==> config.mk <==
export PLATFORM = sky130hd
export DESIGN_NAME = memory_stage
export DESIGN_NICKNAME = d
export VERILOG_FILES = /design/src/rtl/cpu_pkg.sv /design/src/rtl/memory_stage.sv
export SDC_FILE = /design/constraint.sdc
export NUM_CORES = 2
export LEC_CHECK = 0
export ABC_CLOCK_PERIOD_IN_PS = 6100
export BUFFER_PORTS_ARGS = -buffer_cell sky130_fd_sc_hd__buf_4
export CAP_MARGIN = 20
export CORE_ASPECT_RATIO = 0.6
export CORE_MARGIN = 2
export CORE_UTILIZATION = 50
export DETAILED_ROUTE_END_ITERATION = 10
export GPL_ROUTABILITY_DRIVEN = 0
export PLACE_DENSITY = 0.76
export SLEW_MARGIN = 0
export SYNTH_ARGS = -nofsm -noshare
export SYNTH_HDL_FRONTEND = slang
export SYNTH_SLANG_ARGS = --single-unit
export TNS_END_PERCENT = 50
==> constraint.sdc <==
create_clock -name clk -period 6.1 [get_ports clk]
set_input_delay 0.915 -clock clk [delete_from_list [all_inputs] [get_ports clk]]
set_output_delay 0.915 -clock clk [all_outputs]
set_load 0.1 [all_outputs]
==> src/rtl/cpu_pkg.sv <==
package cpu_pkg;

  ////////////////////////////////////////////////////////////
  // widths and basic types
  ////////////////////////////////////////////////////////////

  localparam int data_width     = 32;
  localparam int reg_addr_width = 5;
  localparam int imm_width      = 16;

  typedef logic [data_width-1:0]     data_t;
  typedef logic [reg_addr_width-1:0] reg_addr_t;

  ////////////////////////////////////////////////////////////
  // instruction fields
  ////////////////////////////////////////////////////////////

  localparam int opcode_msb = 31;
  localparam int opcode_lsb = 26;
  localparam int rs_msb     = 25;
  localparam int rs_lsb     = 21;
  localparam int rt_msb     = 20;
  localparam int rt_lsb     = 16;
  localparam int rd_msb     = 15;
  localparam int rd_lsb     = 11;
  localparam int imm_msb    = 15;
  localparam int imm_lsb    = 0;

  // r-type ops write rd, the rest write rt
  typedef enum logic [opcode_msb-opcode_lsb:0] {
    op_nop  = 6'h00,
    op_add  = 6'h01,
    op_sub  = 6'h02,
    op_and  = 6'h03,
    op_or   = 6'h04,
    op_slt  = 6'h05,
    op_addi = 6'h08,
    op_lw   = 6'h23,
    op_sw   = 6'h2b
  } opcode_t;

  ////////////////////////////////////////////////////////////
  // execute controls
  ////////////////////////////////////////////////////////////

  typedef enum logic [2:0] {
    alu_add = 3'd0,
    alu_sub = 3'd1,
    alu_and = 3'd2,
    alu_or  = 3'd3,
    alu_slt = 3'd4
  } alu_op_t;

  // operand source
  typedef enum logic [1:0] {
    fwd_none   = 2'd0,
    fwd_ex_mem = 2'd1,
    fwd_mem_wb = 2'd2
  } fwd_sel_t;

endpackage

==> src/rtl/memory_stage.sv <==
module memory_stage #(
  parameter int dmem_words = 64
) (
  input  logic               clk,
  input  logic               arst_n,
  input  logic               mem_valid,
  input  logic               mem_load,
  input  logic               mem_store,
  input  logic               mem_wen,
  input  cpu_pkg::reg_addr_t mem_dst,
  input  cpu_pkg::data_t     mem_result,
  input  cpu_pkg::data_t     mem_store_data,
  output logic               wb_valid,
  output logic               wb_wen,
  output cpu_pkg::reg_addr_t wb_dst,
  output cpu_pkg::data_t     wb_data
);

  localparam int addr_width = $clog2(dmem_words);

  cpu_pkg::data_t          dmem [dmem_words];
  logic [addr_width-1:0]   word_idx;
  cpu_pkg::data_t          load_data;
  logic                    wb_wen_q;
  logic                    wb_load_q;
  cpu_pkg::data_t          wb_result_q;
  cpu_pkg::data_t          wb_load_data_q;

  // byte address to word index, wraps at the memory size
  assign word_idx  = mem_result[addr_width+1:2];
  assign load_data = dmem[word_idx];

  always_ff @(posedge clk or negedge arst_n) begin
    if (!arst_n) begin
      for (int i = 0; i < dmem_words; i++) begin
        dmem[i] <= '0;
      end
    end else if (mem_valid && mem_store) begin
      dmem[word_idx] <= mem_store_data;
    end
  end

  always_ff @(posedge clk or negedge arst_n) begin
    if (!arst_n) begin
      wb_valid  <= 1'b0;
      wb_wen_q  <= 1'b0;
      wb_load_q <= 1'b0;
    end else begin
      wb_valid  <= mem_valid;
      wb_wen_q  <= mem_wen;
      wb_load_q <= mem_load;
    end
  end

  always_ff @(posedge clk) begin
    wb_dst         <= mem_dst;
    wb_result_q    <= mem_result;
    wb_load_data_q <= load_data;
  end

  // writeback select
  assign wb_wen  = wb_valid & wb_wen_q;
  assign wb_data = wb_load_q ? wb_load_data_q : wb_result_q;

endmodule

# Yosys cells after proc, flatten, opt, wreduce, memory -nomap -nowiden
# Cells that the tools add are included.
dict set report classes {
  n_reduce_logical 2
  mux 7
  n_bitwise 2
  magnitude_cmp 2
}
# cell count
set ops {}
lappend ops {{bitwise mux 2048 bit} 1}
lappend ops {{binary-select mux 32 bit (select 6 bit)} 1}
lappend ops {{demux 32 bit (select 6 bit)} 1}
lappend ops {{2-to-1 mux 32 bit} 4}
lappend ops {{>= comparator 7 bit (second input constant)} 1}
lappend ops {{less-than comparator 7 x 1 -> 1 bit (second input constant)} 1}
lappend ops {{inverter 6 -> 7 bit} 1}
lappend ops {{logical AND 1 bit} 2}
lappend ops {{bitwise AND 1 bit} 1}
dict set report totals {
  ff_bits 2120
}

# Longest topological paths before layout
dict set report logic_depth {
  word_depth 6
  ltp_mapped 12
}

# Worst setup path before layout
# Ideal clock, no wire load.
dict set report synth_timing {
  path_kind {input to register}
  startpoint {in mem_result[2]}
  endpoint {reg wb_load_data_q[26]}
  setup_ns 0.134
  cell_stages 7
  t_required_ns 5.966
  t_arrival_ns 2.829
  n_path_buf 3
  path_slack_ns 3.137
  path_cell_list {buf_6 > buf_4 > buf_1 > mux4_2 > mux2i_1 > o22ai_1 > or4_1}
}
dict set report synth_via {
  elab_chain_cells 4
}
# element line
set synth_lines {}
lappend synth_lines {{start, declared} memory_stage.sv:11} ;# input cpu_pkg::data_t mem_result,
lappend synth_lines {{inverter 6 -> 7 bit (implied by the code)} memory_stage.sv:31} ;# assign load_data = dmem[word_idx];
lappend synth_lines {{binary-select mux 32 bit (select 6 bit)} memory_stage.sv:31}
lappend synth_lines {{2-to-1 mux 32 bit (implied by the code) (2 in series)} memory_stage.sv:31}
lappend synth_lines {{named net load_data[26]} memory_stage.sv:23} ;# cpu_pkg::data_t load_data;
lappend synth_lines {{end signal, assigned} memory_stage.sv:58} ;# wb_load_data_q <= load_data;
lappend synth_lines {{end, declared} memory_stage.sv:27} ;# cpu_pkg::data_t wb_load_data_q;
# The timed path passes the listed nets, and every way through them passes these cells. The select of a mux whose other input is x is not followed.
# A chain may end at the register's enable or synchronous reset.

# Final worst setup path
dict set report layout_timing {
  startpoint {in mem_result[6]}
  endpoint {reg wb_load_data_q[12]}
}
# The elaborated chain is that of the path after synthesis.

==> results.cfg <==
[sta]
period_needed_ns = 4.067
fin_skew_ns = 0.05277
setup_viol = 0
drv_slew = 0
worst_pin_slew_ns = 1.148
fmax_ghz = 0.2459
finalHoldViolCount = 0
post-route-period-util = 0.6667
relSlewSlack = 0.2347
fin_setup_tns_ns = 0
rsz0062_at_grt = false

[floorplan]
placementRows = 123
core-area_mm2 = 0.1870
die_w_um = 563.5
start_util = 0.5023
die_h_um = 339.7
pin_count = 114
die_area_mm2 = 0.1914

[critical_path]
critical_path_class = input pin to flop
ff2ff_setup_slack_ns = 3.28
critPathTopFamily = simple AND/OR/NAND/NOR gates
cp_slowest_stage_delay_ns = 0.86
crit_path_end_kind = flop
reg2reg_to = wb_load_data_q[13]
crit_required_ns = 6.80
startpoint_type = input pin
slowest_stage = nand2_1
path_max_fanout = 37
crit_chain = buf_4 > and3b_2 > nand2_1 > o22ai_1 > nor4_1 > nand4_1 > or3_1
r2r-start = dmem[1453]
reg2regPathDepth = 6
crit_buf_inv = 1
worstPathArrival_ns = 4.77

[yosys]
syn_nets = 7009
synth_seq_cells = 2120
ys_seq_area_frac = 0.5612
yosysTopAreaCell = dfrtp_1
synth_flop_cell = dfrtp_1
synth_area_mm2 = 0.09392
synth_top_area_share = 0.5465
ys_types = 56
netlist_instances = 6934
synthTopCellsByArea = dfrtp_1 (55%), mux2_2 (25%), a221oi_1 (4.0%)
syn_avg_cell_area_um2 = 13.54
synthArstFlopShare = 0.9675
synth_warnings = 0
synth_edf_count = 0

[run_status]
violations = DRC
outcome = finished with violations

[clock_tree]
postCtsSetupBuffers = 0
postCtsHoldBufs = 0
clock_path_buffers = 4
cts_root_buf = clkbuf_16
clk_pin_slew_ns = 0.06
clkLatencyLatePin_ns = 0.87
cts-buffers-inserted = 198
clock_sinks = 2120
tritoncts = yes
cts_resized = 0
htreeDepth = 4

[route]
viasPerCell = 7.037
dr.first_iter.drc_count = 9302
wl_per_cell_um = 35.15
routed_wl_um = 329800
wl_met2_um = 132700
top_layer = met5
m1WireLength_um = 129200
via_count = 66028
ant_nets = 0
routed-wl-met3_um = 50010
drt_pre_antenna_iters = 9
drc_errors = 1

[pwr]
p_leak_nw = 48.20
clockPowerShare = 0.399
intPower_mw = 23.70
p_sw_mw = 8.276
peakVddDrop_mv = 0.2513
seq_power_share = 0.495
p_sw_frac = 0.2588
power_mw = 31.98
p_per_area_mw_per_mm2 = 306.2
comb_power_share = 0.106

[global_route]
grt_pass1_vias = 66811
grt_antenna_before_repair = 24
gr-total-overflow = 0
grtUsageTotal = 0.3426
grt_max_degree = 185
grt_pass1_wl_um = 478500

[final_layout]
layout.nets = 6788
layout-drive-gt1-share = 0.4221
layout.cells.non_filler = 9383
synthToLayoutAreaGrowth_pct = 11.22
postLayoutCellArea_mm2 = 0.1045

[placed_design]
dpl.hpwl_um = 193800
dpl.cell_count = 9011
io_buffer_count = 113
placed_cell_area_mm2 = 0.09789

[run]
maxCapViolations = 0

[min_path]
hold_class = input pin to async pin
-- worst max-delay path by stage --
stage                  startpoint                  to  slack (ns)  cells after the start
floorplan           mem_result[2]  wb_load_data_q[26]        3.14                      7
finish              mem_result[6]  wb_load_data_q[12]        2.03                      7
CTS                 mem_result[4]          dmem[1642]        2.43                      7
detailed placement  mem_result[4]          dmem[1642]        1.55                      7
global route        mem_result[2]  wb_load_data_q[14]        2.19                      8
global placement    mem_result[2]  wb_load_data_q[14]        1.58                      8
-- cell usage in the layout, fill, tap and decap left out, types with 73 or more instances in the layout --
cell       Yosys  final
nand2_1      128    117
a22oi_1      266    266
o21ai_0      146    146
a21oi_1       89     89
o22ai_1      102    102
clkbuf_16      0    199
buf_12         0     73
mux2_2      2091   2091
nor3_1        78     76
buf_4         13    257
a221oi_1     432    432
nor2_1       229    170
mux2i_1      101    101
dfrtp_1     2051   2050
-- registers in the layout, indices dropped and copies added (netlist names) --
| name | cells |
|---|---|
| wb_load_q | 1 |
| wb_result_q | 32 |
| wb_load_data_q | 32 |
| wb_wen_q | 1 |
| wb_dst | 5 |
| dmem | 2048 |
| wb_valid | 1 |
-- cell usage after synthesis, drive strengths merged, types with 14 or more instances --
cell,n
nor2,229
o211ai,14
clkbuf,382
o22ai,102
mux4,62
buf,376
nand2,128
dfrtp,2051
or4,17
a21oi,89
a221oi,432
nand3,22
mux2i,101
a22oi,266
o221ai,23
dfxtp,69
a221o,34
o21ai,148
nor3,79
or3,18
a22o,51
mux2,2130
-- routing by layer --
metal / global-route usage / vias to the layer above
met3: 0.1423 / 1082
met2: 0.4637 / 4727
met1: 0.4779 / 34722
li1: - / 25463
met5: 0 / -
met4: 0.1523 / 34
-- final cells by class --
class / instances / area [um2]
fill: 14578 / 82530
sequential: 2120 / 52710
multi-input combinational: 4053 / 38550
clock buffer: 282 / 5722
timing repair buffer: 337 / 3491
tap: 2500 / 3128
clock inverter: 73 / 794.5
antenna: 15 / 37.54
inverter: 3 / 21.27
-- power by group through the flow --
stage / sequential (mW) / combinational (mW) / clock [mW]
after floorplan: 15.9 / 2.14 / 0
after global placement: 16.0 / 3.18 / 0
after detailed placement: 16.1 / 3.30 / 0
after CTS: 15.8 / 3.32 / 12.8
after global routing: 15.9 / 3.57 / 13.4
final: 15.8 / 3.39 / 12.8
-- cell families (layout without fill, tap and decap cells) --
| family | after synthesis | count (layout) | share of synthesized area |
|---|---|---|---|
| AO/OA/AOI/OAI | 1206 | 1206 | 0.09668 |
| flip-flops | 2120 | 2120 | 0.5612 |
| multiplexers | 2293 | 2293 | 0.2810 |
| other | 0 | 15 | 0 |
| buffers and inverters | 761 | 695 | 0.03432 |
| AND/OR/NAND/NOR | 554 | 554 | 0.02678 |
-- stage by stage --
stage          hold WS, ns  setup WS [ns]    util
6_report           0.01966          2.033  0.5586
5_1_grt            0.06799          2.190  0.5584
4_1_cts            0.04509          2.430  0.5583
3_5_place_dp        0.4749          1.547  0.5235
3_3_place_gp        0.4651          1.583  0.5234
2_1_floorplan       0.4524          3.137       -
No activity file was read; power rests on OpenSTA's default activity.
