File: config.mk
export PLATFORM = sky130hd
export DESIGN_NAME = decode_stage
export DESIGN_NICKNAME = d
export VERILOG_FILES = /design/src/rtl/cpu_pkg.sv /design/src/rtl/decode_stage.sv
export SDC_FILE = /design/constraint.sdc
export NUM_CORES = 1
export LEC_CHECK = 0
export BUFFER_PORTS_ARGS = -buffer_cell sky130_fd_sc_hd__buf_2
export CORE_AREA = 2 2 89 91
export DETAILED_ROUTE_END_ITERATION = 10
export DIE_AREA = 0 0 91 93
export PLACE_DENSITY = 0.74
export SYNTH_ARGS = -nofsm -noshare
export SYNTH_HDL_FRONTEND = slang
export SYNTH_SLANG_ARGS = --single-unit
File: constraint.sdc
create_clock -name clk -period 0.8 [get_ports clk]
set_input_delay 0.12 -clock clk [delete_from_list [all_inputs] [get_ports clk]]
set_output_delay 0.12 -clock clk [all_outputs]
set_load 0.01 [all_outputs]
File: src/rtl/cpu_pkg.sv
package cpu_pkg;

  ////////////////////////////////////////////////////////////
  // widths and basic types
  ////////////////////////////////////////////////////////////

  localparam int data_width     = 32;
  localparam int reg_addr_width = 5;
  localparam int imm_width      = 16;

  typedef logic [data_width-1:0]     data_t;
  typedef logic [reg_addr_width-1:0] reg_addr_t;

  ////////////////////////////////////////////////////////////
  // instruction fields
  ////////////////////////////////////////////////////////////

  localparam int opcode_msb = 31;
  localparam int opcode_lsb = 26;
  localparam int rs_msb     = 25;
  localparam int rs_lsb     = 21;
  localparam int rt_msb     = 20;
  localparam int rt_lsb     = 16;
  localparam int rd_msb     = 15;
  localparam int rd_lsb     = 11;
  localparam int imm_msb    = 15;
  localparam int imm_lsb    = 0;

  // r-type ops write rd, the rest write rt
  typedef enum logic [opcode_msb-opcode_lsb:0] {
    op_nop  = 6'h00,
    op_add  = 6'h01,
    op_sub  = 6'h02,
    op_and  = 6'h03,
    op_or   = 6'h04,
    op_slt  = 6'h05,
    op_addi = 6'h08,
    op_lw   = 6'h23,
    op_sw   = 6'h2b
  } opcode_t;

  ////////////////////////////////////////////////////////////
  // execute controls
  ////////////////////////////////////////////////////////////

  typedef enum logic [2:0] {
    alu_add = 3'd0,
    alu_sub = 3'd1,
    alu_and = 3'd2,
    alu_or  = 3'd3,
    alu_slt = 3'd4
  } alu_op_t;

  // operand source
  typedef enum logic [1:0] {
    fwd_none   = 2'd0,
    fwd_ex_mem = 2'd1,
    fwd_mem_wb = 2'd2
  } fwd_sel_t;

endpackage

File: src/rtl/decode_stage.sv
module decode_stage (
  input  logic               clk,
  input  logic               arst_n,
  input  logic               instr_valid,
  input  cpu_pkg::data_t     instr,
  output cpu_pkg::reg_addr_t rs_addr,
  output cpu_pkg::reg_addr_t rt_addr,
  input  cpu_pkg::data_t     rs_data,
  input  cpu_pkg::data_t     rt_data,
  output logic               ex_valid,
  output cpu_pkg::alu_op_t   ex_alu_op,
  output logic               ex_use_imm,
  output logic               ex_load,
  output logic               ex_store,
  output logic               ex_wen,
  output cpu_pkg::reg_addr_t ex_rs,
  output cpu_pkg::reg_addr_t ex_rt,
  output cpu_pkg::reg_addr_t ex_dst,
  output cpu_pkg::data_t     ex_rs_data,
  output cpu_pkg::data_t     ex_rt_data,
  output cpu_pkg::data_t     ex_imm
);

  cpu_pkg::opcode_t   opcode;
  cpu_pkg::reg_addr_t rd_addr;
  cpu_pkg::data_t     imm_ext;
  cpu_pkg::alu_op_t   alu_op;
  cpu_pkg::reg_addr_t dst;
  logic               use_imm;
  logic               load;
  logic               store;
  logic               writes;
  logic               dst_is_rd;

  assign opcode  = cpu_pkg::opcode_t'(instr[cpu_pkg::opcode_msb:cpu_pkg::opcode_lsb]);
  assign rs_addr = instr[cpu_pkg::rs_msb:cpu_pkg::rs_lsb];
  assign rt_addr = instr[cpu_pkg::rt_msb:cpu_pkg::rt_lsb];
  assign rd_addr = instr[cpu_pkg::rd_msb:cpu_pkg::rd_lsb];
  assign imm_ext = {{(cpu_pkg::data_width-cpu_pkg::imm_width){1'b0}},
                    instr[cpu_pkg::imm_msb:cpu_pkg::imm_lsb]};

  ////////////////////////////////////////////////////////////
  // control unit
  ////////////////////////////////////////////////////////////

  always_comb begin
    alu_op    = cpu_pkg::alu_add;
    use_imm   = 1'b0;
    load      = 1'b0;
    store     = 1'b0;
    writes    = 1'b0;
    dst_is_rd = 1'b0;
    case (opcode)
      cpu_pkg::op_add: begin
        writes    = 1'b1;
        dst_is_rd = 1'b1;
      end
      cpu_pkg::op_sub: begin
        alu_op    = cpu_pkg::alu_sub;
        writes    = 1'b1;
        dst_is_rd = 1'b1;
      end
      cpu_pkg::op_and: begin
        alu_op    = cpu_pkg::alu_and;
        writes    = 1'b1;
        dst_is_rd = 1'b1;
      end
      cpu_pkg::op_or: begin
        alu_op    = cpu_pkg::alu_or;
        writes    = 1'b1;
        dst_is_rd = 1'b1;
      end
      cpu_pkg::op_slt: begin
        alu_op    = cpu_pkg::alu_slt;
        writes    = 1'b1;
        dst_is_rd = 1'b1;
      end
      cpu_pkg::op_addi: begin
        use_imm = 1'b1;
        writes  = 1'b1;
      end
      cpu_pkg::op_lw: begin
        use_imm = 1'b1;
        load    = 1'b1;
        writes  = 1'b1;
      end
      cpu_pkg::op_sw: begin
        use_imm = 1'b1;
        store   = 1'b1;
      end
      // nop and unknown opcodes
      default: begin
        writes = 1'b0;
      end
    endcase
  end

  assign dst = dst_is_rd ? rd_addr : rt_addr;

  always_ff @(posedge clk or negedge arst_n) begin
    if (!arst_n) begin
      ex_valid   <= 1'b0;
      ex_alu_op  <= cpu_pkg::alu_add;
      ex_use_imm <= 1'b0;
      ex_load    <= 1'b0;
      ex_store   <= 1'b0;
      ex_wen     <= 1'b0;
    end else begin
      ex_valid   <= instr_valid;
      ex_alu_op  <= alu_op;
      ex_use_imm <= use_imm;
      ex_load    <= load;
      ex_store   <= store;
      // r0 is never written
      ex_wen     <= writes && dst != '0;
    end
  end

  always_ff @(posedge clk) begin
    ex_rs      <= rs_addr;
    ex_rt      <= rt_addr;
    ex_dst     <= dst;
    ex_rs_data <= rs_data;
    ex_rt_data <= rt_data;
    ex_imm     <= imm_ext;
  end

endmodule

; ---- Word level (Yosys, flattened, before mapping)
; Cells that the tools add are included.
[word_totals]
regBits = 103
inputBits = 99
out_inout_bits = 129
elab_cells = 32
[op_classes]
n_eq_ne = 8
mux = 7
n_reduce_logical = 5
[op_table]
columns = operator, count
row1 = 6-bit by 2-bit == test with 1-bit output (second input constant), 2
row2 = 6-bit by 3-bit == test with 1-bit output (second input constant), 2
row3 = 6-bit == test (second input constant), 2
row4 = 3-bit one-hot mux with 4 select lines, 1
row5 = 7-bit OR reduction, 1
row6 = 6-bit by 1-bit == test with 1-bit output (second input constant), 1
row7 = 6-bit by 4-bit == test with 1-bit output (second input constant), 1
row8 = 1-bit 2-to-1 mux, 5
row9 = 5-bit 2-to-1 mux, 1
row10 = 5-bit nonzero test, 1
row11 = 5-bit OR reduction, 1
row12 = 3-bit OR reduction, 1
row13 = 1-bit logical AND, 1

; ---- Depth between registers and ports, before layout
; Gate-level depths: netlist (run 1).
[depth]
ltp_word = 6
mapped_depth = 6
depth_no_buf = 4

; ---- Least setup slack after synthesis (run 1)
; No wires, ideal clock.
[synth_timing]
kind = input port to flip-flop
startpoint = input port instr[26]
endpoint = register ex_wen
setup_time_ns = 0.100
arrival_time_ns = 1.222
t_required_ns = 0.700
setup_slack_ns = -0.522
path_stages = 4
n_path_buf = 1
cell_sequence = clkbuf_2 or4b_2 o22ai_1 nor4bb_1
[synth_between]
elab_chain_len = 6
word_cells_on_any_way = 14
classes_between = 7 x eq/ne / 3 x mux / 4 x reduce/logical
[synth_rtl]
columns = element, line_no
row1 = from (decl), decode_stage.sv:5  ; input cpu_pkg::data_t instr,
row2 = "6-bit by 3-bit == test with 1-bit output, or another cell as far along", decode_stage.sv:53  ; case (opcode)
row3 = 5-bit OR reduction (no source line), --
row4 = 1-bit 2-to-1 mux, decode_stage.sv:53
row5 = 5-bit 2-to-1 mux, decode_stage.sv:98  ; assign dst = dst_is_rd ? rd_addr : rt_addr;
row6 = 5-bit nonzero test, decode_stage.sv:115  ; ex_wen <= writes && dst != '0;
row7 = 1-bit logical AND (*), decode_stage.sv:115
row8 = to (signal assigned), decode_stage.sv:107  ; ex_wen <= 1'b0;
row9 = to (signal assigned), decode_stage.sv:115
row10 = to (decl), decode_stage.sv:15  ; output logic ex_wen,
; Every way passes the cells marked *; elsewhere a longest branch is shown, timed or not.

; ---- Final worst setup path (run 1)
[layout_timing]
startpoint = input port instr[31]
endpoint = register ex_dst[0]
[layout_between]
elab_chain_len = 4
word_cells_on_any_way = 8
classes_between = 5 x eq/ne / 2 x mux / 1 x reduce/logical
[layout_rtl]
columns = element, line_no
row1 = "6-bit by 3-bit == test with 1-bit output, or another cell as far along", decode_stage.sv:53
row2 = 5-bit OR reduction (no source line) (*), --
row3 = 1-bit 2-to-1 mux (*), decode_stage.sv:53
row4 = 5-bit 2-to-1 mux (*), decode_stage.sv:98
row5 = via dst[0], decode_stage.sv:28  ; cpu_pkg::reg_addr_t dst;
row6 = to (signal assigned), decode_stage.sv:122  ; ex_dst <= dst;
row7 = to (decl), decode_stage.sv:18  ; output cpu_pkg::reg_addr_t ex_dst,
; The timed path passes the listed nets; every way through them passes the cells marked *.

==> results.py, run 1 <==
metrics = {
    "synthesis": {
        "syn_area_sq_um": 2560,
        "synth.distinct_cells": 27,
        "yosys.area.top_type": "dfxtp_1",
        "synth_seq_cells": 103,
        "synth.area.top_cells": "dfxtp_1 74%, dfrtp_1 7.8%, buf_4 7.6%, mux2_2 2.2%, nor3_1 0.98%",
        "syn_inst": 164,
        "synth_top_area_share_pct": 74.3,
        "synth-seq-area-share_pct": 82.1,
        "yosysWarnings": 0,
        "syn_avg_cell_area_sq_um": 15.6,
    },
    "routing": {
        "drt_iter0_drc": 39,
        "drc": 0,
        "wl_mm": 9.94,
        "dr.pass1.iters": 5,
        "vias": 2418,
        "routed_via_density": 4.11,
        "wire_per_inst_microns": 16.9,
        "ant_nets": 0,
    },
    "timing": {
        "finalMaxSlewViolations": 0,
        "rsz0062_at_grt": "true",
        "max_freq_ghz": 0.982,
        "setup-violations-final": 110,
        "finalCritPeriodShare_pct": 127,
        "post-route-min-period_ns": 1.02,
        "hold_viol_final": 0,
        "fin_ws_ns": -0.218,
        "fin_hold_ws_ns": 0.0420,
    },
    "cells_and_area": {
        "fin_area_sq_um": 5360,
        "fill_cells": 524,
        "fin_nets": 579,
        "fin_util_pct": 71.2,
        "area_growth_pct": 109,
        "stdcell_count": 588,
        "drive_gt1_share_pct": 65.6,
    },
    "cts": {
        "path_clk_slew_ns": 0.09,
        "cts_made_buffers": 9,
        "cts_sinks": 103,
        "cts_buffer_depth": 2,
        "htree_levels": 3,
        "cts_tree": "built",
        "cts-root-buf": "clkbuf_8",
    },
    "hold_path": {
        "whs_path_depth": 2,
        "hold_path.class": "input port to register",
    },
    "power": {
        "ir_drop_v": 0.00102,
        "powerDensity_nw_per_um2": 1950,
        "leakagePower_uw": 0.00258,
    },
    "grt": {
        "grt_pass1_wl_mm": 12.7,
        "grt_max_degree": 19,
        "overflow": 0,
        "grt_usage_pct": 20.1,
        "grt_pass1_vias": 2496,
        "antenna_found_initial": 0,
    },
    "flow_run": {
        "max_cap_violations": 0,
    },
    "critical_path": {
        "cp-endpoint": "ex_dst[0]",
        "arrival_ns": 1.26,
        "worst_setup_path_start_kind": "input port",
        "worst-path-max-fanout": 7,
        "path_class": "input port to register",
        "crit_required_ns": 1.04,
        "crit_path_end_kind": "register",
        "crit_start": "instr[31]",
    },
    "place": {
        "place_area_sq_um": 3690,
        "place.port_buffers": 211,
        "place_inst": 477,
        "dp_hpwl_mm": 5.51,
        "gp_congestion": 0.689,
    },
    "die": {
        "fp.dieW_microns": 91,
        "chipHeight_microns": 93,
        "initial_utilization_pct": 34.0,
        "coreArea_sq_um": 7530,
        "ios": 228,
        "die-area_sq_um": 8460,
        "placementRows": 32,
    },
    "run_status": {
        "violations": "setup timing",
        "status": "finished with violations",
    },
}
-- per-stage QoR --
step | TNS [ns] | total power (uW) | worst slack, ns
6_report | -14.12 | 10400 | -0.218
5_1_grt | -17.92 | 10800 | -0.214
4_1_cts | -15.53 | 10300 | -0.209
3_5_place_dp | -4.98 | 6490 | -0.621
3_3_place_gp | -4.80 | 6460 | -0.591
2_1_floorplan | -2.86 | 5970 | -0.442
-- synth_stat cells, drive strengths merged --
cell	count
or3	1
or4b	1
nand3b	1
clkbuf	1
nor4	1
nor4b	1
nor4bb	1
a2bb2oi	1
xnor2	1
buf	29
nor2	2
a211o	1
or4	1
a211oi	1
mux2	5
nor3	5
o22ai	1
conb	1
mux2i	1
nand3	2
dfrtp	8
nand2	2
a21oi	1
dfxtp	95
-- logic make-up after synthesis --
| kind of cell | Yosys count | synth area share [%] |
|---|---|---|
| other | 1 | 0.146 |
| AOI/OAI and AO/OA | 5 | 1.42 |
| buffers and inverters | 30 | 8.89 |
| and+or+nand+nor | 18 | 4.54 |
| xor gates and xnor gates | 1 | 0.342 |
| muxes | 6 | 2.59 |
| DFF | 103 | 82.1 |
-- state kept, by name, summed over array words and instances (netlist names) --
name	count
ex_imm	16
ex_wen	1
ex_load	1
ex_store	1
ex_rt	5
ex_valid	1
ex_rt_data	32
ex_alu_op	3
ex_rs	5
ex_use_imm	1
ex_dst	5
ex_rs_data	32
-- cell type report --
| cell class | instances | area (sq um) | area share [%] |
|---|---|---|---|
| diodes | 1 | 2.50 | 0.0467 |
| repair buffers | 320 | 2520 | 47.0 |
| clock inverters | 6 | 75.1 | 1.40 |
| clock buffers | 10 | 138 | 2.57 |
| flip-flops and latches | 103 | 2180 | 40.6 |
| multi-input cells | 46 | 323 | 6.02 |
| well taps | 102 | 128 | 2.38 |
-- cells in the final DEF, fill, tap and decap left out, drive strengths merged --
cell type	n
nor4	1
nand3	2
conb	16
diode	1
buf	228
inv	2
dfrtp	8
nand2	2
a21oi	1
a211o	1
or3	1
or4b	1
nor3	5
dlygate4sd3	92
clkinv	2
mux2i	1
nor2	2
or4	1
nor4bb	1
dfxtp	95
nor4b	1
bufinv	1
nand3b	1
a2bb2oi	1
a211oi	1
o22ai	1
xnor2	1
clkbuf	10
clkinvlp	1
mux2	5
-- repair_timing --
action | CTS | global route
hold buffers | 92 | 0
endpoints found under the setup margin | 110 | 110
hold endpoints to repair | 100 | 0
setup buffers | 1 | 1
resized for setup | 47 | 90
pin swaps | 2 | 3
-- layer usage --
metal / track usage (%) / share of wire [%] / up-vias
li1: - / - / 1120
met1: 17.5 / 33 / 1138
met2: 40.4 / 56 / 134
met3: 7.33 / 7.6 / 26
met4: 9.09 / 3.9 / 0
met5: 0 / 0 / -
-- how the worst min path moves through the flow --
stage | from | endpoint | slack, ns
after CTS | instr[20] | ex_dst[4] | 0.01
after global routing | instr[17] | ex_dst[1] | 0.04
after detailed placement | arst_n | ex_valid | -0.03
after global placement | arst_n | ex_valid | -0.03
after floorplan | arst_n | ex_alu_op[0] | -0.18
final | instr[20] | ex_dst[4] | 0.04
-- power by group --
| group | total [uW] | switching (uW) | internal, uW |
|---|---|---|---|
| Combinational | 1520 | 574 | 948 |
| Clock | 3350 | 1780 | 1580 |
| Sequential | 5570 | 131 | 5430 |
| Total | 10400 | 2480 | 7960 |
-- worst max-delay path: stages --
cell and delay, ns:
buf_6 0.09, or3_4 0.38, a211o_4 0.37, mux2_2 0.29
Note: power is estimated with default switching activity, not from simulation.
==> run 2, diff against run 1 <==
--- a/config.mk
+++ b/config.mk
@@ -6,10 +6,8 @@
 export NUM_CORES = 1
 export LEC_CHECK = 0
 export BUFFER_PORTS_ARGS = -buffer_cell sky130_fd_sc_hd__buf_2
-export CORE_AREA = 2 2 89 91
+export CORE_UTILIZATION = 25
 export DETAILED_ROUTE_END_ITERATION = 10
-export DIE_AREA = 0 0 91 93
-export PLACE_DENSITY = 0.74
 export SYNTH_ARGS = -nofsm -noshare
 export SYNTH_HDL_FRONTEND = slang
 export SYNTH_SLANG_ARGS = --single-unit
==> results.py, run 2 (synthesis gave the netlist of run 1 again) <==
metrics = {
    "timing": {
        "finalMaxSlewViolations": 0,
        "hold_viol_final": 0,
        "rsz0062_at_grt": "true",
        "post-route-min-period_ns": 1.01,
        "max_freq_ghz": 0.992,
        "finalCritPeriodShare_pct": 126,
        "fin_ws_ns": -0.208,
        "setup-violations-final": 110,
    },
    "grt": {
        "busiest_layer": "met2",
        "grt_usage_pct": 14.5,
        "grt_use_met2_pct": 27.5,
        "antenna_found_initial": 0,
        "use_met1_pct": 13.5,
        "use_met3_pct": 4.97,
        "overflow": 0,
        "grt_max_degree": 22,
        "grt_pass1_wl_mm": 11.2,
        "grt_pass1_vias": 2375,
    },
    "cts": {
        "cts_sinks": 103,
        "cts_buffer_depth": 2,
        "cts_made_buffers": 9,
        "cts_tree": "built",
        "path_clk_slew_ns": 0.11,
        "cts-root-buf": "clkbuf_8",
        "htree_levels": 3,
    },
    "hold_path": {
        "whs_path_depth": 3,
        "holdCritStartpoint": "instr[29]",
        "hold_path.class": "input port to register",
        "holdPathEnd": "ex_load",
    },
    "flow_run": {
        "max_cap_violations": 0,
    },
    "critical_path": {
        "cpPeakStageDelay_ns": 0.39,
        "critPathBufInv": 1,
        "worst-path-max-fanout": 1,
        "cp.depth": 1,
        "crit_family": "flip-flops",
        "crit_chain": "buf_2",
        "worst_setup_path_start_kind": "register",
        "crit_required_ns": 0.68,
        "path_class": "register to output port",
        "crit_path_end_kind": "output port",
        "critPathSlowestCell": "dfrtp_1",
        "arrival_ns": 0.89,
    },
    "cells_and_area": {
        "area_growth_pct": 113,
        "final_common_cell": "buf_2",
        "fin_util_pct": 55.4,
        "top_regs": "ex_rs_data: 32 flops, ex_rt_data: 32 flops, ex_imm: 16 flops",
        "drive_gt1_share_pct": 66.7,
        "fill_cells": 774,
        "fin_nets": 581,
        "antenna_cells": 0,
        "regArea_sq_um": 2190,
        "stdcell_count": 620,
        "multi_input_area_sq_um": 329,
        "most-common-layout-cells": "139 x buf_2, 92 x dlygate4sd3_1, 74 x buf_6",
    },
    "power": {
        "powerDensity_nw_per_um2": 1900,
        "leakagePower_uw": 0.00261,
        "p_total_uw": 10400,
        "ir_drop_v": 0.000979,
    },
    "die": {
        "placementRows": 36,
        "coreArea_sq_um": 9860,
        "initial_utilization_pct": 26.0,
        "die-area_sq_um": 10700,
        "chipHeight_microns": 103,
        "ios": 228,
        "fp.dieW_microns": 103,
    },
    "place": {
        "place_inst": 511,
        "place.port_buffers": 211,
        "dp_hpwl_mm": 5.69,
        "gp_congestion": 0.744,
    },
    "run_status": {
        "status": "finished with violations",
        "violations": "setup timing",
    },
    "routing": {
        "dr.pass1.iters": 4,
        "routed_via_density": 3.85,
        "drc": 0,
        "wl_mm": 9.36,
        "ant_nets": 0,
        "wire_per_inst_microns": 15.1,
        "drt_iter0_drc": 27,
        "vias": 2388,
    },
}
## run 2: cell count changes in the layout (fill, tap and decap cells not counted), moves of 2 or more
| cell | before | now |
|---|---|---|
| buf_2 | 146 | 139 |
| buf_4 | 15 | 17 |
| buf_6 | 67 | 74 |
| dfxtp_1 | 34 | 28 |
| dfxtp_2 | 61 | 67 |
## run 2: where the power goes
| part | switching, uW | internal [uW] | total (uW) |
|---|---|---|---|
| logic | 568 | 982 | 1550 |
| registers | 119 | 5440 | 5560 |
| clock network | 2020 | 1270 | 3290 |
## run 2: final cells by class
class / instances / share of cell area, %
Clock inverter: 7 / 1.49
Timing Repair Buffer: 322 / 47.2
Sequential cell: 103 / 40.0
Clock buffer: 9 / 2.27
Multi-Input combinational cell: 46 / 6.02
Tap cell: 133 / 3.05
## run 2: metrics by stage
step	cell area, sq um	hold slack [ns]	setup TNS (ns)	worst slack, ns
after floorplan	2640	-0.176	-2.86	-0.442
after global placement	3760	-0.0358	-4.86	-0.606
after detailed placement	3760	-0.0318	-5.19	-0.674
after CTS	5020	0.00445	-17.19	-0.238
after global routing	5460	-0.0136	-19.84	-0.255
final	5460	0.00895	-15.24	-0.208
## run 2: repair_timing
| action | 4_1_cts | 5_1_grt |
|---|---|---|
| gates cloned | 0 | 0 |
| hold buffers | 91 | 1 |
| resized for setup | 35 | 118 |
| hold endpoints to repair | 100 | 2 |
| buffers inserted | 1 | 0 |
| setup endpoints to repair | 110 | 110 |
| pin swaps | 2 | 2 |
## run 2: metal layers
metal | routed length (microns) | share of wire (%)
met1 | 3110 | 33
met2 | 5200 | 56
met3 | 678 | 7.2
met4 | 373 | 4.0
met5 | 0 | 0
## run 2: worst max path at each step
stage | from | slack [ns] | end
after global routing | ex_load | -0.26 | ex_load
after CTS | ex_wen | -0.24 | ex_wen
final | ex_load | -0.21 | ex_load
after detailed placement | instr[31] | -0.67 | ex_wen
after global placement | instr[31] | -0.61 | ex_wen
after floorplan | instr[31] | -0.44 | ex_dst[0]
