File: src/rtl/cpu_pkg.sv
package cpu_pkg;

  ////////////////////////////////////////////////////////////
  // widths and basic types
  ////////////////////////////////////////////////////////////

  localparam int data_width     = 32;
  localparam int reg_addr_width = 5;
  localparam int imm_width      = 16;

  typedef logic [data_width-1:0]     data_t;
  typedef logic [reg_addr_width-1:0] reg_addr_t;

  ////////////////////////////////////////////////////////////
  // instruction fields
  ////////////////////////////////////////////////////////////

  localparam int opcode_msb = 31;
  localparam int opcode_lsb = 26;
  localparam int rs_msb     = 25;
  localparam int rs_lsb     = 21;
  localparam int rt_msb     = 20;
  localparam int rt_lsb     = 16;
  localparam int rd_msb     = 15;
  localparam int rd_lsb     = 11;
  localparam int imm_msb    = 15;
  localparam int imm_lsb    = 0;

  // r-type ops write rd, the rest write rt
  typedef enum logic [opcode_msb-opcode_lsb:0] {
    op_nop  = 6'h00,
    op_add  = 6'h01,
    op_sub  = 6'h02,
    op_and  = 6'h03,
    op_or   = 6'h04,
    op_slt  = 6'h05,
    op_addi = 6'h08,
    op_lw   = 6'h23,
    op_sw   = 6'h2b
  } opcode_t;

  ////////////////////////////////////////////////////////////
  // execute controls
  ////////////////////////////////////////////////////////////

  typedef enum logic [2:0] {
    alu_add = 3'd0,
    alu_sub = 3'd1,
    alu_and = 3'd2,
    alu_or  = 3'd3,
    alu_slt = 3'd4
  } alu_op_t;

  // operand source
  typedef enum logic [1:0] {
    fwd_none   = 2'd0,
    fwd_ex_mem = 2'd1,
    fwd_mem_wb = 2'd2
  } fwd_sel_t;

endpackage

File: src/rtl/alu.sv
module alu (
  input  cpu_pkg::alu_op_t alu_op,
  input  cpu_pkg::data_t   a,
  input  cpu_pkg::data_t   b,
  output cpu_pkg::data_t   result
);

  logic less;

  assign less = $signed(a) < $signed(b);

  always_comb begin
    case (alu_op)
      cpu_pkg::alu_add: begin
        result = a + b;
      end
      // wraps, no overflow flag
      cpu_pkg::alu_sub: begin
        result = a - b;
      end
      cpu_pkg::alu_and: begin
        result = a & b;
      end
      cpu_pkg::alu_or: begin
        result = a | b;
      end
      cpu_pkg::alu_slt: begin
        result = {{(cpu_pkg::data_width-1){1'b0}}, less};
      end
      default: begin
        result = '0;
      end
    endcase
  end

endmodule

File: src/rtl/execute_stage.sv
module execute_stage (
  input  logic               clk,
  input  logic               arst_n,
  input  logic               ex_valid,
  input  cpu_pkg::alu_op_t   ex_alu_op,
  input  logic               ex_use_imm,
  input  logic               ex_load,
  input  logic               ex_store,
  input  logic               ex_wen,
  input  cpu_pkg::reg_addr_t ex_rs,
  input  cpu_pkg::reg_addr_t ex_rt,
  input  cpu_pkg::reg_addr_t ex_dst,
  input  cpu_pkg::data_t     ex_rs_data,
  input  cpu_pkg::data_t     ex_rt_data,
  input  cpu_pkg::data_t     ex_imm,
  input  logic               wb_wen,
  input  cpu_pkg::reg_addr_t wb_dst,
  input  cpu_pkg::data_t     wb_data,
  output logic               mem_valid,
  output logic               mem_load,
  output logic               mem_store,
  output logic               mem_wen,
  output cpu_pkg::reg_addr_t mem_dst,
  output cpu_pkg::data_t     mem_result,
  output cpu_pkg::data_t     mem_store_data
);

  cpu_pkg::fwd_sel_t fwd_a;
  cpu_pkg::fwd_sel_t fwd_b;
  cpu_pkg::data_t    op_a;
  cpu_pkg::data_t    op_b;
  cpu_pkg::data_t    alu_b;
  cpu_pkg::data_t    alu_result;

  function automatic cpu_pkg::data_t pick_operand(
    input cpu_pkg::fwd_sel_t sel,
    input cpu_pkg::data_t    reg_val,
    input cpu_pkg::data_t    ex_mem_val,
    input cpu_pkg::data_t    mem_wb_val
  );
    case (sel)
      cpu_pkg::fwd_ex_mem: return ex_mem_val;
      cpu_pkg::fwd_mem_wb: return mem_wb_val;
      default:             return reg_val;
    endcase
  endfunction

  ////////////////////////////////////////////////////////////
  // forwarding, newer result first
  ////////////////////////////////////////////////////////////

  assign fwd_a = (mem_valid && mem_wen && mem_dst == ex_rs) ? cpu_pkg::fwd_ex_mem :
                 (wb_wen && wb_dst == ex_rs)                ? cpu_pkg::fwd_mem_wb :
                                                              cpu_pkg::fwd_none;
  assign fwd_b = (mem_valid && mem_wen && mem_dst == ex_rt) ? cpu_pkg::fwd_ex_mem :
                 (wb_wen && wb_dst == ex_rt)                ? cpu_pkg::fwd_mem_wb :
                                                              cpu_pkg::fwd_none;

  assign op_a  = pick_operand(fwd_a, ex_rs_data, mem_result, wb_data);
  assign op_b  = pick_operand(fwd_b, ex_rt_data, mem_result, wb_data);
  assign alu_b = ex_use_imm ? ex_imm : op_b;

  alu alu0 (
    .alu_op (ex_alu_op),
    .a      (op_a),
    .b      (alu_b),
    .result (alu_result)
  );

  always_ff @(posedge clk or negedge arst_n) begin
    if (!arst_n) begin
      mem_valid <= 1'b0;
      mem_load  <= 1'b0;
      mem_store <= 1'b0;
      mem_wen   <= 1'b0;
    end else begin
      mem_valid <= ex_valid;
      mem_load  <= ex_load;
      mem_store <= ex_store;
      mem_wen   <= ex_wen;
    end
  end

  always_ff @(posedge clk) begin
    mem_dst        <= ex_dst;
    mem_result     <= alu_result;
    mem_store_data <= op_b;
  end

  // no interlock, a load result is not ready for the next slot
  load_use_gap: assert property (
    @(posedge clk) disable iff (!arst_n)
    (mem_valid && mem_load && mem_wen && ex_valid) |->
      !(((ex_wen || ex_store) && ex_rs == mem_dst) ||
        (((ex_wen && !ex_use_imm) || ex_store) && ex_rt == mem_dst))
  );

endmodule

File: config.mk
export PLATFORM = sky130hd
export DESIGN_NAME = execute_stage
export DESIGN_NICKNAME = d
export VERILOG_FILES = /design/src/rtl/cpu_pkg.sv /design/src/rtl/alu.sv /design/src/rtl/execute_stage.sv
export SDC_FILE = /design/constraint.sdc
export NUM_CORES = 1
export LEC_CHECK = 0
export BUFFER_PORTS_ARGS = -buffer_cell sky130_fd_sc_hd__buf_2
export CAP_MARGIN = 5
export CORE_MARGIN = 2
export CORE_UTILIZATION = 49
export CTS_CLUSTER_SIZE = 40
export DETAILED_ROUTE_END_ITERATION = 10
export PLACE_DENSITY = 0.81
export SYNTH_ARGS = -nofsm -noshare
export SYNTH_HDL_FRONTEND = slang
export SYNTH_SLANG_ARGS = --single-unit
File: constraint.sdc
create_clock -name clk -period 5.25 [get_ports clk]
set_clock_uncertainty 0.2 [all_clocks]
set_input_delay 0.7875 -clock clk [delete_from_list [all_inputs] [get_ports clk]]
set_output_delay 0.7875 -clock clk [all_outputs]
set_load 0.02 [all_outputs]
* Word level (Yosys, flattened, before mapping)
Index checks and enable logic that the tools add are counted.
** Storage, ports and cells
- Input port bits :: 159
- Flip-flop bits (word level) :: 73
- Output and inout port bits :: 73
** Operators by class
- Order comparisons :: 1
- Add/subtract/negate cells :: 2
- Muxes and demuxes :: 8
- Reduce and logical (&&, ||, !) cells :: 6
- Bitwise gates (word level) :: 2
- Eq/ne operators :: 12
** Operators with widths (number)
- 32-bit one-hot mux with 5 select lines :: 1
- 32-bit one-hot mux with 2 select lines :: 2
- 32-bit adder :: 1
- 32-bit bitwise AND :: 1
- 32-bit < comparator :: 1
- 32-bit 2-to-1 mux :: 1
- 32-bit OR :: 1
- 32-bit subtractor :: 1
- 5-bit equality test :: 4
- 2-bit 2-to-1 mux :: 4
- 3-bit by 2-bit equality test with 1-bit output (second input constant) :: 2
- 1-bit logical AND :: 5
- 2-bit by 1-bit equality test with 1-bit output (second input constant) :: 2
- 2-bit equality test (second input constant) :: 2
- 3-bit by 1-bit equality test with 1-bit output (second input constant) :: 1
- 3-bit equality test (second input constant) :: 1
- 3-bit logical NOT :: 1

* Longest topological paths before layout
Gate-level depths: netlist of the first run.
- Depth in word-level cells :: 9
- Depth in mapped cells :: 21
- Gate-level depth less buffers :: 19

* By module
From an unflattened synthesis of the first run, not the netlist that was laid out.
** Second synthesis, totals
- Cell total of the unflattened synthesis :: 1188
- Area, all modules :: 8824.7 um^2
** Modules (own cells, without submodules)
- alu :: area an instance 4982.3 um^2, cells an instance 763, sequential area each 0.0 um^2, times used 1
- execute_stage :: area an instance 3842.4 um^2, cells an instance 425, sequential area each 1481.4 um^2, times used 1

* Worst setup path before layout of the first run
No wires, ideal clock.
- Path kind :: in2reg
- Start point :: in wb_dst[2]
- End point :: reg mem_result[29]
- Required time :: 4955 ps
- Data arrival time :: 5158 ps
- Stages :: 19
- Slack :: -203 ps
- Cell sequence :: xor2_1 -> nor4_1 -> and3_1 -> clkbuf_1 -> clkbuf_1 -> mux2i_1 -> a21oi_1 -> mux2_2 -> ha_1 -> buf_6 -> or3_4 -> or4_4 -> a31oi_4 -> o31ai_2 -> a21o_1 -> o211ai_2 -> o311a_1 -> or4b_1 -> o311ai_1
** Between the ends
- Cells in the longest elaborated chain, start to end :: 9
- Elaborated cells on any way between the ends :: 20
** RTL lines
- from (decl) :: line execute_stage.sv:17 : input cpu_pkg::reg_addr_t wb_dst,
- 5-bit equality test * :: line execute_stage.sv:56 : (wb_wen && wb_dst == ex_rt) ? cpu_pkg::fwd_mem_wb :
- 1-bit logical AND * :: line execute_stage.sv:56
- 2-bit 2-to-1 mux * :: line execute_stage.sv:56
- 2-bit 2-to-1 mux * :: line execute_stage.sv:55 : assign fwd_b = (mem_valid && mem_wen && mem_dst == ex_rt) ? cpu_pkg::fwd_ex_mem :
- 2-bit equality test / 2-bit by 1-bit equality test with 1-bit output (equally long branches) :: line execute_stage.sv:41 : case (sel)
- 32-bit one-hot mux with 2 select lines * :: line execute_stage.sv:41
- net op_b[9] :: line execute_stage.sv:31 : cpu_pkg::data_t op_b;
- 32-bit 2-to-1 mux * :: line execute_stage.sv:61 : assign alu_b = ex_use_imm ? ex_imm : op_b;
- 32-bit subtractor / 32-bit adder (equally long branches) :: line alu.sv:19, alu.sv:15
- 32-bit one-hot mux with 5 select lines * :: line alu.sv:13 : case (alu_op)
- net alu0.result[29] :: line alu.sv:5 : output cpu_pkg::data_t result
- to (signal assigned) :: line execute_stage.sv:86 : mem_result <= alu_result;
- to (decl) :: line execute_stage.sv:24 : output cpu_pkg::data_t mem_result,
The timed path passes the listed nets; every way through them passes the cells marked *.

* Final worst setup path of the first run
- Start point :: in ex_rt[1]
- End point :: reg mem_result[29]
** Between the ends
- Cells in the longest elaborated chain, start to end :: 9
- Elaborated cells on any way between the ends :: 15
** RTL lines
- from (decl) :: line execute_stage.sv:11 : input cpu_pkg::reg_addr_t ex_rt,
- 5-bit equality test :: line execute_stage.sv:56
- 1-bit logical AND :: line execute_stage.sv:56
- 2-bit 2-to-1 mux :: line execute_stage.sv:56
- 2-bit 2-to-1 mux * :: line execute_stage.sv:55
- 2-bit equality test / 2-bit by 1-bit equality test with 1-bit output (equally long branches) :: line execute_stage.sv:41
- 32-bit one-hot mux with 2 select lines * :: line execute_stage.sv:41
- net op_b[10] :: line execute_stage.sv:31
- 32-bit 2-to-1 mux * :: line execute_stage.sv:61
- 32-bit subtractor / 32-bit adder (equally long branches) :: line alu.sv:19, alu.sv:15
- 32-bit one-hot mux with 5 select lines * :: line alu.sv:13
- net alu0.result[29] :: line alu.sv:5
Marks and branches as above.

==> out/metrics.json, run 1 <==
{
  "routing": {
    "wirelength_mm": 26.8,
    "num_vias": 8708,
    "detail_route.wl_per_cell_um": 17.2,
    "drt-pass1-iter-count": 5,
    "vias_per_cell": 5.56,
    "remaining_drc_errors": 0,
    "detail_route.iter0.violations": 596,
    "ant_nets": 0
  },
  "floorplanning": {
    "floorplan.rows": 47,
    "core_region_area_mm2": 0.0163,
    "die_h_um": 133,
    "floorplan_die_width_um": 133,
    "dieArea_mm2": 0.0176,
    "floorplan.initialDensity_pct": 49.5,
    "ios": 232
  },
  "yosys": {
    "synth_area_leader_cell": "sky130_fd_sc_hd__dfxtp_1",
    "synth_seq_cells": 73,
    "ys.warnings.count": 0,
    "synth_simple_gate_area_share_pct": 14.7,
    "netlist_top_cells_area": "sky130_fd_sc_hd__dfxtp_1 17%, sky130_fd_sc_hd__ha_1 16%, sky130_fd_sc_hd__mux2i_1 9.0%, sky130_fd_sc_hd__a21oi_1 8.4%, sky130_fd_sc_hd__nor2_1 6.2%",
    "synth_enable_flop_cells": 0,
    "netlist_area_mm2": 0.00810,
    "post_synthesis_share_of_cell_area_spent_on_full_adders_half_adders_and_majority_gates_pct": 16.1,
    "synth-xor-area-share_pct": 4.97,
    "synth.net_count": 1333,
    "synth-compound-area-share_pct": 24.4,
    "synthArstFlopShare_pct": 5.48,
    "most_frequently_used_flop_master_after_synthesis": "sky130_fd_sc_hd__dfxtp_1",
    "synthDistinctLibCells": 76,
    "dominant_combinational_cell_family_by_area_after_synthesis": "compound AO/OA/AOI/OAI gates",
    "yosys.cell_count.top_type": "sky130_fd_sc_hd__a21oi_1",
    "post_synth_most_frequent_cells": "136 x sky130_fd_sc_hd__a21oi_1, 134 x sky130_fd_sc_hd__nor2_1, 102 x sky130_fd_sc_hd__inv_1, 101 x sky130_fd_sc_hd__ha_1, 73 x sky130_fd_sc_hd__mux2i_1",
    "avgSynthCellArea_um2": 7.56,
    "synth_top_area_share_pct": 17.1,
    "muxShareOfSynthArea_pct": 13.5,
    "seq_area_frac_synth_pct": 18.3,
    "postSynthCellCount": 1071
  },
  "sta": {
    "timing_hold_violations_final": 0,
    "max_clock_freq_ghz": 0.189,
    "min_period_over_period_pct": 101,
    "slew_headroom_pct": 41.4,
    "finalCriticalPeriod_ps": 5280,
    "drv_slew": 0,
    "timing_worst_slew_pin_value_ps": 878,
    "post_route_setup_slack_ps": -31.3,
    "finalSetupViolCount": 1,
    "hold_ws_ps": 28.9
  },
  "place": {
    "post_dp_cell_area_mm2": 0.0100,
    "io_buffer_count": 231,
    "place.gp.congestion": 1.01,
    "number_of_cells_after_detailed_placement": 1548,
    "final_hpwl_from_detailed_placement_mm": 20.7
  },
  "pwr": {
    "p_int_mw": 1.53,
    "reported_leakage_power_nw": 5.12,
    "worst_ir_drop_vdd_mv": 0.167,
    "pwr-share-seq_pct": 25.9,
    "switchingPower_mw": 0.973,
    "sw_frac_of_total_pct": 38.9,
    "pwr_density_cell_mw_per_mm2": 239,
    "share_clk_of_total_power_pct": 27.5,
    "p_comb_share_pct": 46.6
  },
  "layout": {
    "syn_to_final_growth_pct": 29.0,
    "seqCellArea_mm2": 0.00148,
    "fin_nets": 1602,
    "final_design_area_no_fill_mm2": 0.0105,
    "final_core_util_pct": 63.9,
    "antenna-diode-count": 0,
    "drive_above_1_share_pct": 30.5,
    "multiInputGateArea_mm2": 0.00606,
    "num-fill-cells": 1461,
    "finish.cell_count_without_fillers": 1565
  },
  "clocking": {
    "cts-buffers-inserted": 9,
    "latest_clock_arrival_within_the_worst_skew_pair_ps": 360,
    "clock-sinks": 73,
    "clock_tree.buffer_depth": 2,
    "reg_clk_slew_reported_paths_ps": 60,
    "clock_tree_from_tritoncts": "built",
    "clockRootBuffer": "sky130_fd_sc_hd__clkbuf_16",
    "number_of_levels_in_the_clock_h_tree": 3
  },
  "global_routing": {
    "first_global_vias": 8553,
    "grt_overflow_total": 0,
    "groute.usage.overall_pct": 29.7,
    "antenna_violations_before_repair": 0,
    "first_pass_grt_wire_length_mm": 42.6,
    "grt_start_max_net_pins": 86
  },
  "critical_path": {
    "reg2regPathDepth": 18,
    "rr_endpoint": "mem_result[29]",
    "critical_path_arrival_ps": 5320,
    "worstSetupPathType": "input port to flip-flop",
    "critical-path-slowest-cell": "sky130_fd_sc_hd__or4_4",
    "critical_path_buf_inv_count": 3,
    "path_max_fanout": 9,
    "crit_family": "simple AND/OR/NAND/NOR gates",
    "regToRegStartpoint": "mem_dst[3]",
    "timing.critical_path.cells": "buf_2 -> buf_4 -> xor2_1 -> nor4_1 -> and3_2 -> buf_12 -> mux2i_4 -> a21oi_1 -> mux2_2 -> ha_1 -> or3_4 -> or4_4 -> a31oi_4 -> o31ai_2 -> a21o_1 -> o211ai_2 -> o311a_1 -> or4b_1 -> o311ai_1",
    "worstPathRequired_ps": 5290,
    "crit_path_start_kind": "input port",
    "regToRegSetupSlack_ps": 300,
    "cpPeakStageDelay_ps": 500,
    "timing.critical_path.to_type": "flip-flop"
  },
  "job": {
    "maxCapViolCount": 0
  },
  "outcome": {
    "run_status": "finished, violations left",
    "violated_checks": "setup timing"
  },
  "min_path": {
    "worst_hold_path_type": "input port to async pin"
  }
}
-- how the worst max path moves through the flow --
stage	start	to	slack, ps	cells after the start
final	ex_rt[1]	mem_result[29]	-30	19
after global routing	ex_rt[1]	mem_result[28]	-110	23
after CTS	ex_rt[3]	mem_result[30]	50	20
after detailed placement	ex_rt[3]	mem_result[30]	-300	20
after global placement	ex_rt[1]	mem_result[29]	-250	19
after floorplan	wb_dst[2]	mem_result[29]	20	19
-- metal layers --
| metal | part of all wire [%] | up-vias | global-route usage [%] | wire length [µm] |
|---|---|---|---|---|
| li1 | - | 4271 | - | - |
| met1 | 45 | 4036 | 38.4 | 12000 |
| met5 | 0 | - | 0 | 0 |
| met3 | 6.1 | 55 | 5.06 | 1650 |
| met4 | 2.3 | 0 | 8.66 | 621 |
| met2 | 47 | 346 | 50.8 | 12600 |
-- state kept, by name, summed over array words and instances, names as in the netlist --
register / cells
mem_store: 1
mem_valid: 1
mem_result: 32
mem_load: 1
mem_store_data: 32
mem_dst: 5
mem_wen: 1
-- cells by family (layout without fill, tap and decap cells) --
family	count (synthesis)	in the layout
xor+xnor	46	46
simple gates	260	260
buf+inv	171	445
mux	104	104
compound gates	314	314
fa+ha+maj	103	103
flops	73	73
-- area by class of cell --
cell class                      instances  area share (%)
Multi-Input combinational cell        827            58.0
Tap cell                              220            2.63
Sequential cell                        73            14.2
Timing Repair Buffer                  327            18.4
Clock inverter                          7           0.910
Clock buffer                            9            2.16
Inverter                              102            3.66
-- worst register-to-register path: cells and delay by family, from the launching register on --
family	cells	cell delay [ps]
muxes	1	280
DFF	1	420
xor gates and xnor gates	1	140
and+or+nand+nor	5	1860
AOI/OAI and AO/OA	8	1270
adders and majority gates	1	320
buffers and inverters	2	350
-- layout by cell type (no fill, tap or decap), types with 13 or more instances in the layout --
cell type | Yosys | layout
sky130_fd_sc_hd__nor2_1 | 134 | 134
sky130_fd_sc_hd__dfxtp_1 | 69 | 69
sky130_fd_sc_hd__inv_1 | 102 | 102
sky130_fd_sc_hd__buf_2 | 4 | 231
sky130_fd_sc_hd__a211oi_1 | 14 | 14
sky130_fd_sc_hd__xor2_1 | 13 | 13
sky130_fd_sc_hd__o21ai_0 | 42 | 42
sky130_fd_sc_hd__mux2i_1 | 73 | 72
sky130_fd_sc_hd__xnor2_1 | 33 | 32
sky130_fd_sc_hd__nand2_1 | 45 | 45
sky130_fd_sc_hd__mux2_2 | 30 | 30
sky130_fd_sc_hd__ha_1 | 101 | 100
sky130_fd_sc_hd__o21bai_1 | 14 | 14
sky130_fd_sc_hd__o22ai_1 | 15 | 15
sky130_fd_sc_hd__a21oi_1 | 136 | 131
sky130_fd_sc_hd__buf_4 | 0 | 92
-- stage by stage --
stage	setup WS, ps	power (mW)	TNS (ps)
finish	-31.3	2.50	-31.3
global route	-114	2.65	-661
CTS	51.7	2.48	0
detailed placement	-295	1.78	-2350
global placement	-251	1.77	-1840
floorplan	20.1	1.38	0
-- power by group through the flow --
stage	sequential [mW]	clock (mW)	combinational, mW
2_1_floorplan	0.724	0	0.653
6_report	0.647	0.689	1.16
3_5_place_dp	0.658	0	1.12
4_1_cts	0.646	0.697	1.13
3_3_place_gp	0.658	0	1.12
5_1_grt	0.653	0.722	1.27
-- what timing repair did --
item                                    in CTS  in global routing
endpoints found under the setup margin       0                 12
hold buffers                                 0                  0
buffers inserted                             0                  1
resized for setup                            0                 15
(Power assumes the default switching activity.)
==> run 2, diff against run 1 <==
--- a/config.mk
+++ b/config.mk
@@ -11,7 +11,7 @@
 export CORE_UTILIZATION = 49
 export CTS_CLUSTER_SIZE = 40
 export DETAILED_ROUTE_END_ITERATION = 10
-export PLACE_DENSITY = 0.81
+export PLACE_DENSITY = 0.86
 export SYNTH_ARGS = -nofsm -noshare
 export SYNTH_HDL_FRONTEND = slang
 export SYNTH_SLANG_ARGS = --single-unit
==> run 2 against run 1 <==
Net effect: worst setup slack improved by 140 ps; largest power group unchanged; routed wire length up 2.4%; register-to-register slack worse by 70 ps; largest cell class unchanged; highest routed layer unchanged; the flow now finishes without violations; critical path type unchanged.
==> out/metrics.json, run 2 (synthesized netlist as in run 1, its figures left out) <==
{
  "critical_path": {
    "timing.critical_path.cells": "buf_2 -> xor2_1 -> nor4_2 -> and3_4 -> buf_12 -> mux2i_1 -> a21oi_1 -> mux2_2 -> ha_1 -> or3_4 -> or4_4 -> a31oi_4 -> o31ai_2 -> a21o_1 -> o211ai_2 -> o311a_1 -> or4b_1 -> o311ai_1",
    "crit_family": "simple AND/OR/NAND/NOR gates",
    "cpPeakStageDelay": {"value": 510, "unit": "ps", "change": "about the same"},
    "crit_path_start_kind": "input port",
    "critical_path_buf_inv_count": {"value": 2, "change": "-1"},
    "critical-path-slowest-cell": "sky130_fd_sc_hd__or4_4",
    "path_max_fanout": {"value": 14, "change": "+5"},
    "worstSetupPathType": "input port to flip-flop",
    "timing.critical_path.to_type": "flip-flop",
    "critical_path_arrival": {"value": 5190, "unit": "ps", "change": "-130 ps"},
    "worstPathRequired": {"value": 5310, "unit": "ps", "change": "+20 ps"}
  },
  "floorplanning": {
    "dieArea": {"value": 0.0176, "unit": "mm²", "change": "unchanged"},
    "floorplan.initialDensity": {"value": 49.5, "unit": "%", "change": "unchanged"},
    "die_h": {"value": 133, "unit": "µm", "change": "unchanged"},
    "core_region_area": {"value": 0.0163, "unit": "mm²", "change": "unchanged"},
    "floorplan.rows": {"value": 47, "change": "unchanged"},
    "floorplan_die_width": {"value": 133, "unit": "µm", "change": "unchanged"},
    "ios": {"value": 232, "change": "unchanged"}
  },
  "job": {
    "maxCapViolCount": {"value": 0, "change": "unchanged"}
  },
  "sta": {
    "max_clock_freq": {"value": 0.195, "unit": "GHz", "change": "+2.8%"},
    "post_route_setup_slack": {"value": 110, "unit": "ps", "change": "+142 ps"},
    "timing_worst_slew_pin_value": {"value": 947, "unit": "ps", "change": "+68.5 ps"},
    "drv_slew": {"value": 0, "change": "unchanged"},
    "finalSetupViolCount": {"value": 0, "change": "-1"},
    "finalCriticalPeriod": {"value": 5140, "unit": "ps", "change": "-142 ps"},
    "hold_ws": {"value": 32.5, "unit": "ps", "change": "+3.56 ps"},
    "min_period_over_period": {"value": 97.9, "unit": "%", "change": "-2.7 points"},
    "slew_headroom": {"value": 36.8, "unit": "%", "change": "-4.6 points"},
    "timing_hold_violations_final": {"value": 0, "change": "unchanged"}
  },
  "layout": {
    "antenna-diode-count": {"value": 0, "change": "unchanged"},
    "final_design_area_no_fill": {"value": 0.0105, "unit": "mm²", "change": "+0.67%"},
    "fin_nets": {"value": 1604, "change": "+0.12%"},
    "final_common_cell": "sky130_fd_sc_hd__buf_2",
    "most-common-layout-cells": "231 x sky130_fd_sc_hd__buf_2, 134 x sky130_fd_sc_hd__nor2_1, 133 x sky130_fd_sc_hd__a21oi_1",
    "drive_above_1_share": {"value": 30.5, "unit": "%", "change": "about the same"},
    "biggestRegsByFlops": "mem_result (32), mem_store_data (32), mem_dst (5)",
    "num-fill-cells": {"value": 1430, "change": "-2.1%"},
    "final_core_util": {"value": 64.4, "unit": "%", "change": "+0.43 points"},
    "syn_to_final_growth_pct": 29.9,
    "finish.cell_count_without_fillers": {"value": 1567, "change": "+0.13%"}
  },
  "pwr": {
    "sw_frac_of_total": {"value": 37.4, "unit": "%", "change": "-1.5 points"},
    "reported_leakage_power": {"value": 5.14, "unit": "nW", "change": "+0.25%"},
    "pwr-share-seq": {"value": 24.9, "unit": "%", "change": "-1.0 points"},
    "switchingPower": {"value": 0.974, "unit": "mW", "change": "about the same"},
    "share_clk_of_total_power": {"value": 29.7, "unit": "%", "change": "+2.2 points"},
    "worst_ir_drop_vdd": {"value": 0.160, "unit": "mV", "change": "-4.1%"},
    "p_comb_share": {"value": 45.4, "unit": "%", "change": "-1.2 points"},
    "p_int": {"value": 1.63, "unit": "mW", "change": "+6.8%"},
    "pwr_density_cell": {"value": 247, "unit": "mW/mm²", "change": "+3.4%"}
  },
  "clocking": {
    "number_of_levels_in_the_clock_h_tree": {"value": 3, "change": "unchanged"},
    "reg_clk_slew_reported_paths": {"value": 60, "unit": "ps", "change": "about the same"},
    "clockRootBuffer": "sky130_fd_sc_hd__clkbuf_16",
    "cts-buffers-inserted": {"value": 9, "change": "unchanged"},
    "clock_tree.buffer_depth": {"value": 2, "change": "unchanged"},
    "clock_tree_from_tritoncts": "built",
    "hold_buffer_count_at_cts": {"value": 0, "change": "unchanged"},
    "latest_clock_arrival_within_the_worst_skew_pair": {"value": 350, "unit": "ps", "change": "about the same"},
    "clock-sinks": {"value": 73, "change": "unchanged"}
  },
  "routing": {
    "ant_nets": {"value": 0, "change": "unchanged"},
    "remaining_drc_errors": {"value": 0, "change": "unchanged"},
    "detail_route.iter0.violations": {"value": 845, "change": "+42%"},
    "wirelength": {"value": 27.5, "unit": "mm", "change": "+2.4%"},
    "drt-pass1-iter-count": {"value": 8, "change": "+3"},
    "num_vias": {"value": 8886, "change": "+2.0%"},
    "vias_per_cell": {"value": 5.67, "change": "+1.9%"},
    "detail_route.wl_per_cell": {"value": 17.5, "unit": "µm", "change": "+2.3%"}
  },
  "place": {
    "final_hpwl_from_detailed_placement": {"value": 20.8, "unit": "mm", "change": "+0.57%"},
    "post_dp_cell_area": {"value": 0.0100, "unit": "mm²", "change": "unchanged"},
    "io_buffer_count": {"value": 231, "change": "unchanged"},
    "place.gp.congestion": {"value": 0.969, "change": "-3.6%"},
    "preCtsSetupSlack": {"value": -319, "unit": "ps", "change": "-23.3 ps"},
    "number_of_cells_after_detailed_placement": {"value": 1548, "change": "unchanged"}
  },
  "global_routing": {
    "first_global_vias": {"value": 8627, "change": "+0.87%"},
    "first_pass_grt_wire_length": {"value": 42.9, "unit": "mm", "change": "+0.66%"},
    "grt_overflow_total": {"value": 0, "change": "unchanged"},
    "antenna_violations_before_repair": {"value": 0, "change": "unchanged"},
    "grt_start_max_net_pins": {"value": 86, "change": "unchanged"},
    "groute.usage.overall": {"value": 29.9, "unit": "%", "change": "+0.17 points"}
  },
  "outcome": {
    "run_status": "completed"
  },
  "min_path": {
    "worst_hold_path_type": "input port to async pin"
  }
}
## run 2: cell count changes in the layout (fill, tap and decap cells not counted), moves of 2 or more
| cell | previous run | this run |
|---|---|---|
| sky130_fd_sc_hd__a21oi_1 | 131 | 133 |
| sky130_fd_sc_hd__bufinv_16 | 2 | 4 |
| sky130_fd_sc_hd__a2111oi_0 | 2 | 0 |
| sky130_fd_sc_hd__clkinv_2 | 2 | 0 |
| sky130_fd_sc_hd__clkinv_4 | 2 | 0 |
| sky130_fd_sc_hd__o21ai_0 | 42 | 40 |
| sky130_fd_sc_hd__o21ai_1 | 0 | 2 |
| sky130_fd_sc_hd__clkbuf_1 | 0 | 2 |
| sky130_fd_sc_hd__a21oi_2 | 5 | 3 |
| sky130_fd_sc_hd__or4b_4 | 1 | 3 |
## run 2: routing by layer
metal,wire [µm],track usage (%)
met2,13100,51.6
met4,703,11.5
met5,0,0
met1,11800,37.2
met3,1830,4.79
## run 2: worst paths after layout
path | from | end | slack, ps | cells past startpoint
worst max-delay path | wb_dst[1] | mem_result[29] | 110 | 18
worst min-delay path | arst_n | mem_valid | 30 | 1
worst max register to register | mem_dst[0] | mem_result[29] | 230 | 16
worst min register to register | mem_result[8] | mem_store_data[8] | 310 | 2
max in group asynchronous | arst_n | mem_load | 4690 | 1
min in group clk | mem_result[8] | mem_store_data[8] | 310 | 2
## run 2: stage by stage
| step | TNS [ps] | power [mW] |
|---|---|---|
| after floorplan | 0 | 1.38 |
| after global placement | -262 | 1.77 |
| after detailed placement | -2210 | 1.79 |
| after CTS | 0 | 2.57 |
| after global routing | -141 | 2.74 |
| final | 0 | 2.60 |
## run 2: what timing repair did
item                       4_1_cts  5_1_grt
setup buffers                    0        1
resized for setup                0       26
setup endpoints to repair        0       16
## run 2: cell type report
cell class | count | area [µm²] | area share [%]
Clock buffer | 11 | 233 | 2.21
Clock inverter | 5 | 128 | 1.21
Inverter | 102 | 383 | 3.64
Multi-Input combinational cell | 829 | 6090 | 57.9
Sequential cell | 73 | 1480 | 14.1
Tap cell | 220 | 275 | 2.62
Timing Repair Buffer | 327 | 1930 | 18.3
## run 2: power groups by stage
| stage | clock [mW] | combinational [mW] | sequential [mW] |
|---|---|---|---|
| 6_report | 0.773 | 1.18 | 0.649 |
| 3_3_place_gp | 0 | 1.11 | 0.658 |
| 4_1_cts | 0.779 | 1.14 | 0.648 |
| 3_5_place_dp | 0 | 1.13 | 0.659 |
| 2_1_floorplan | 0 | 0.653 | 0.724 |
| 5_1_grt | 0.798 | 1.29 | 0.654 |
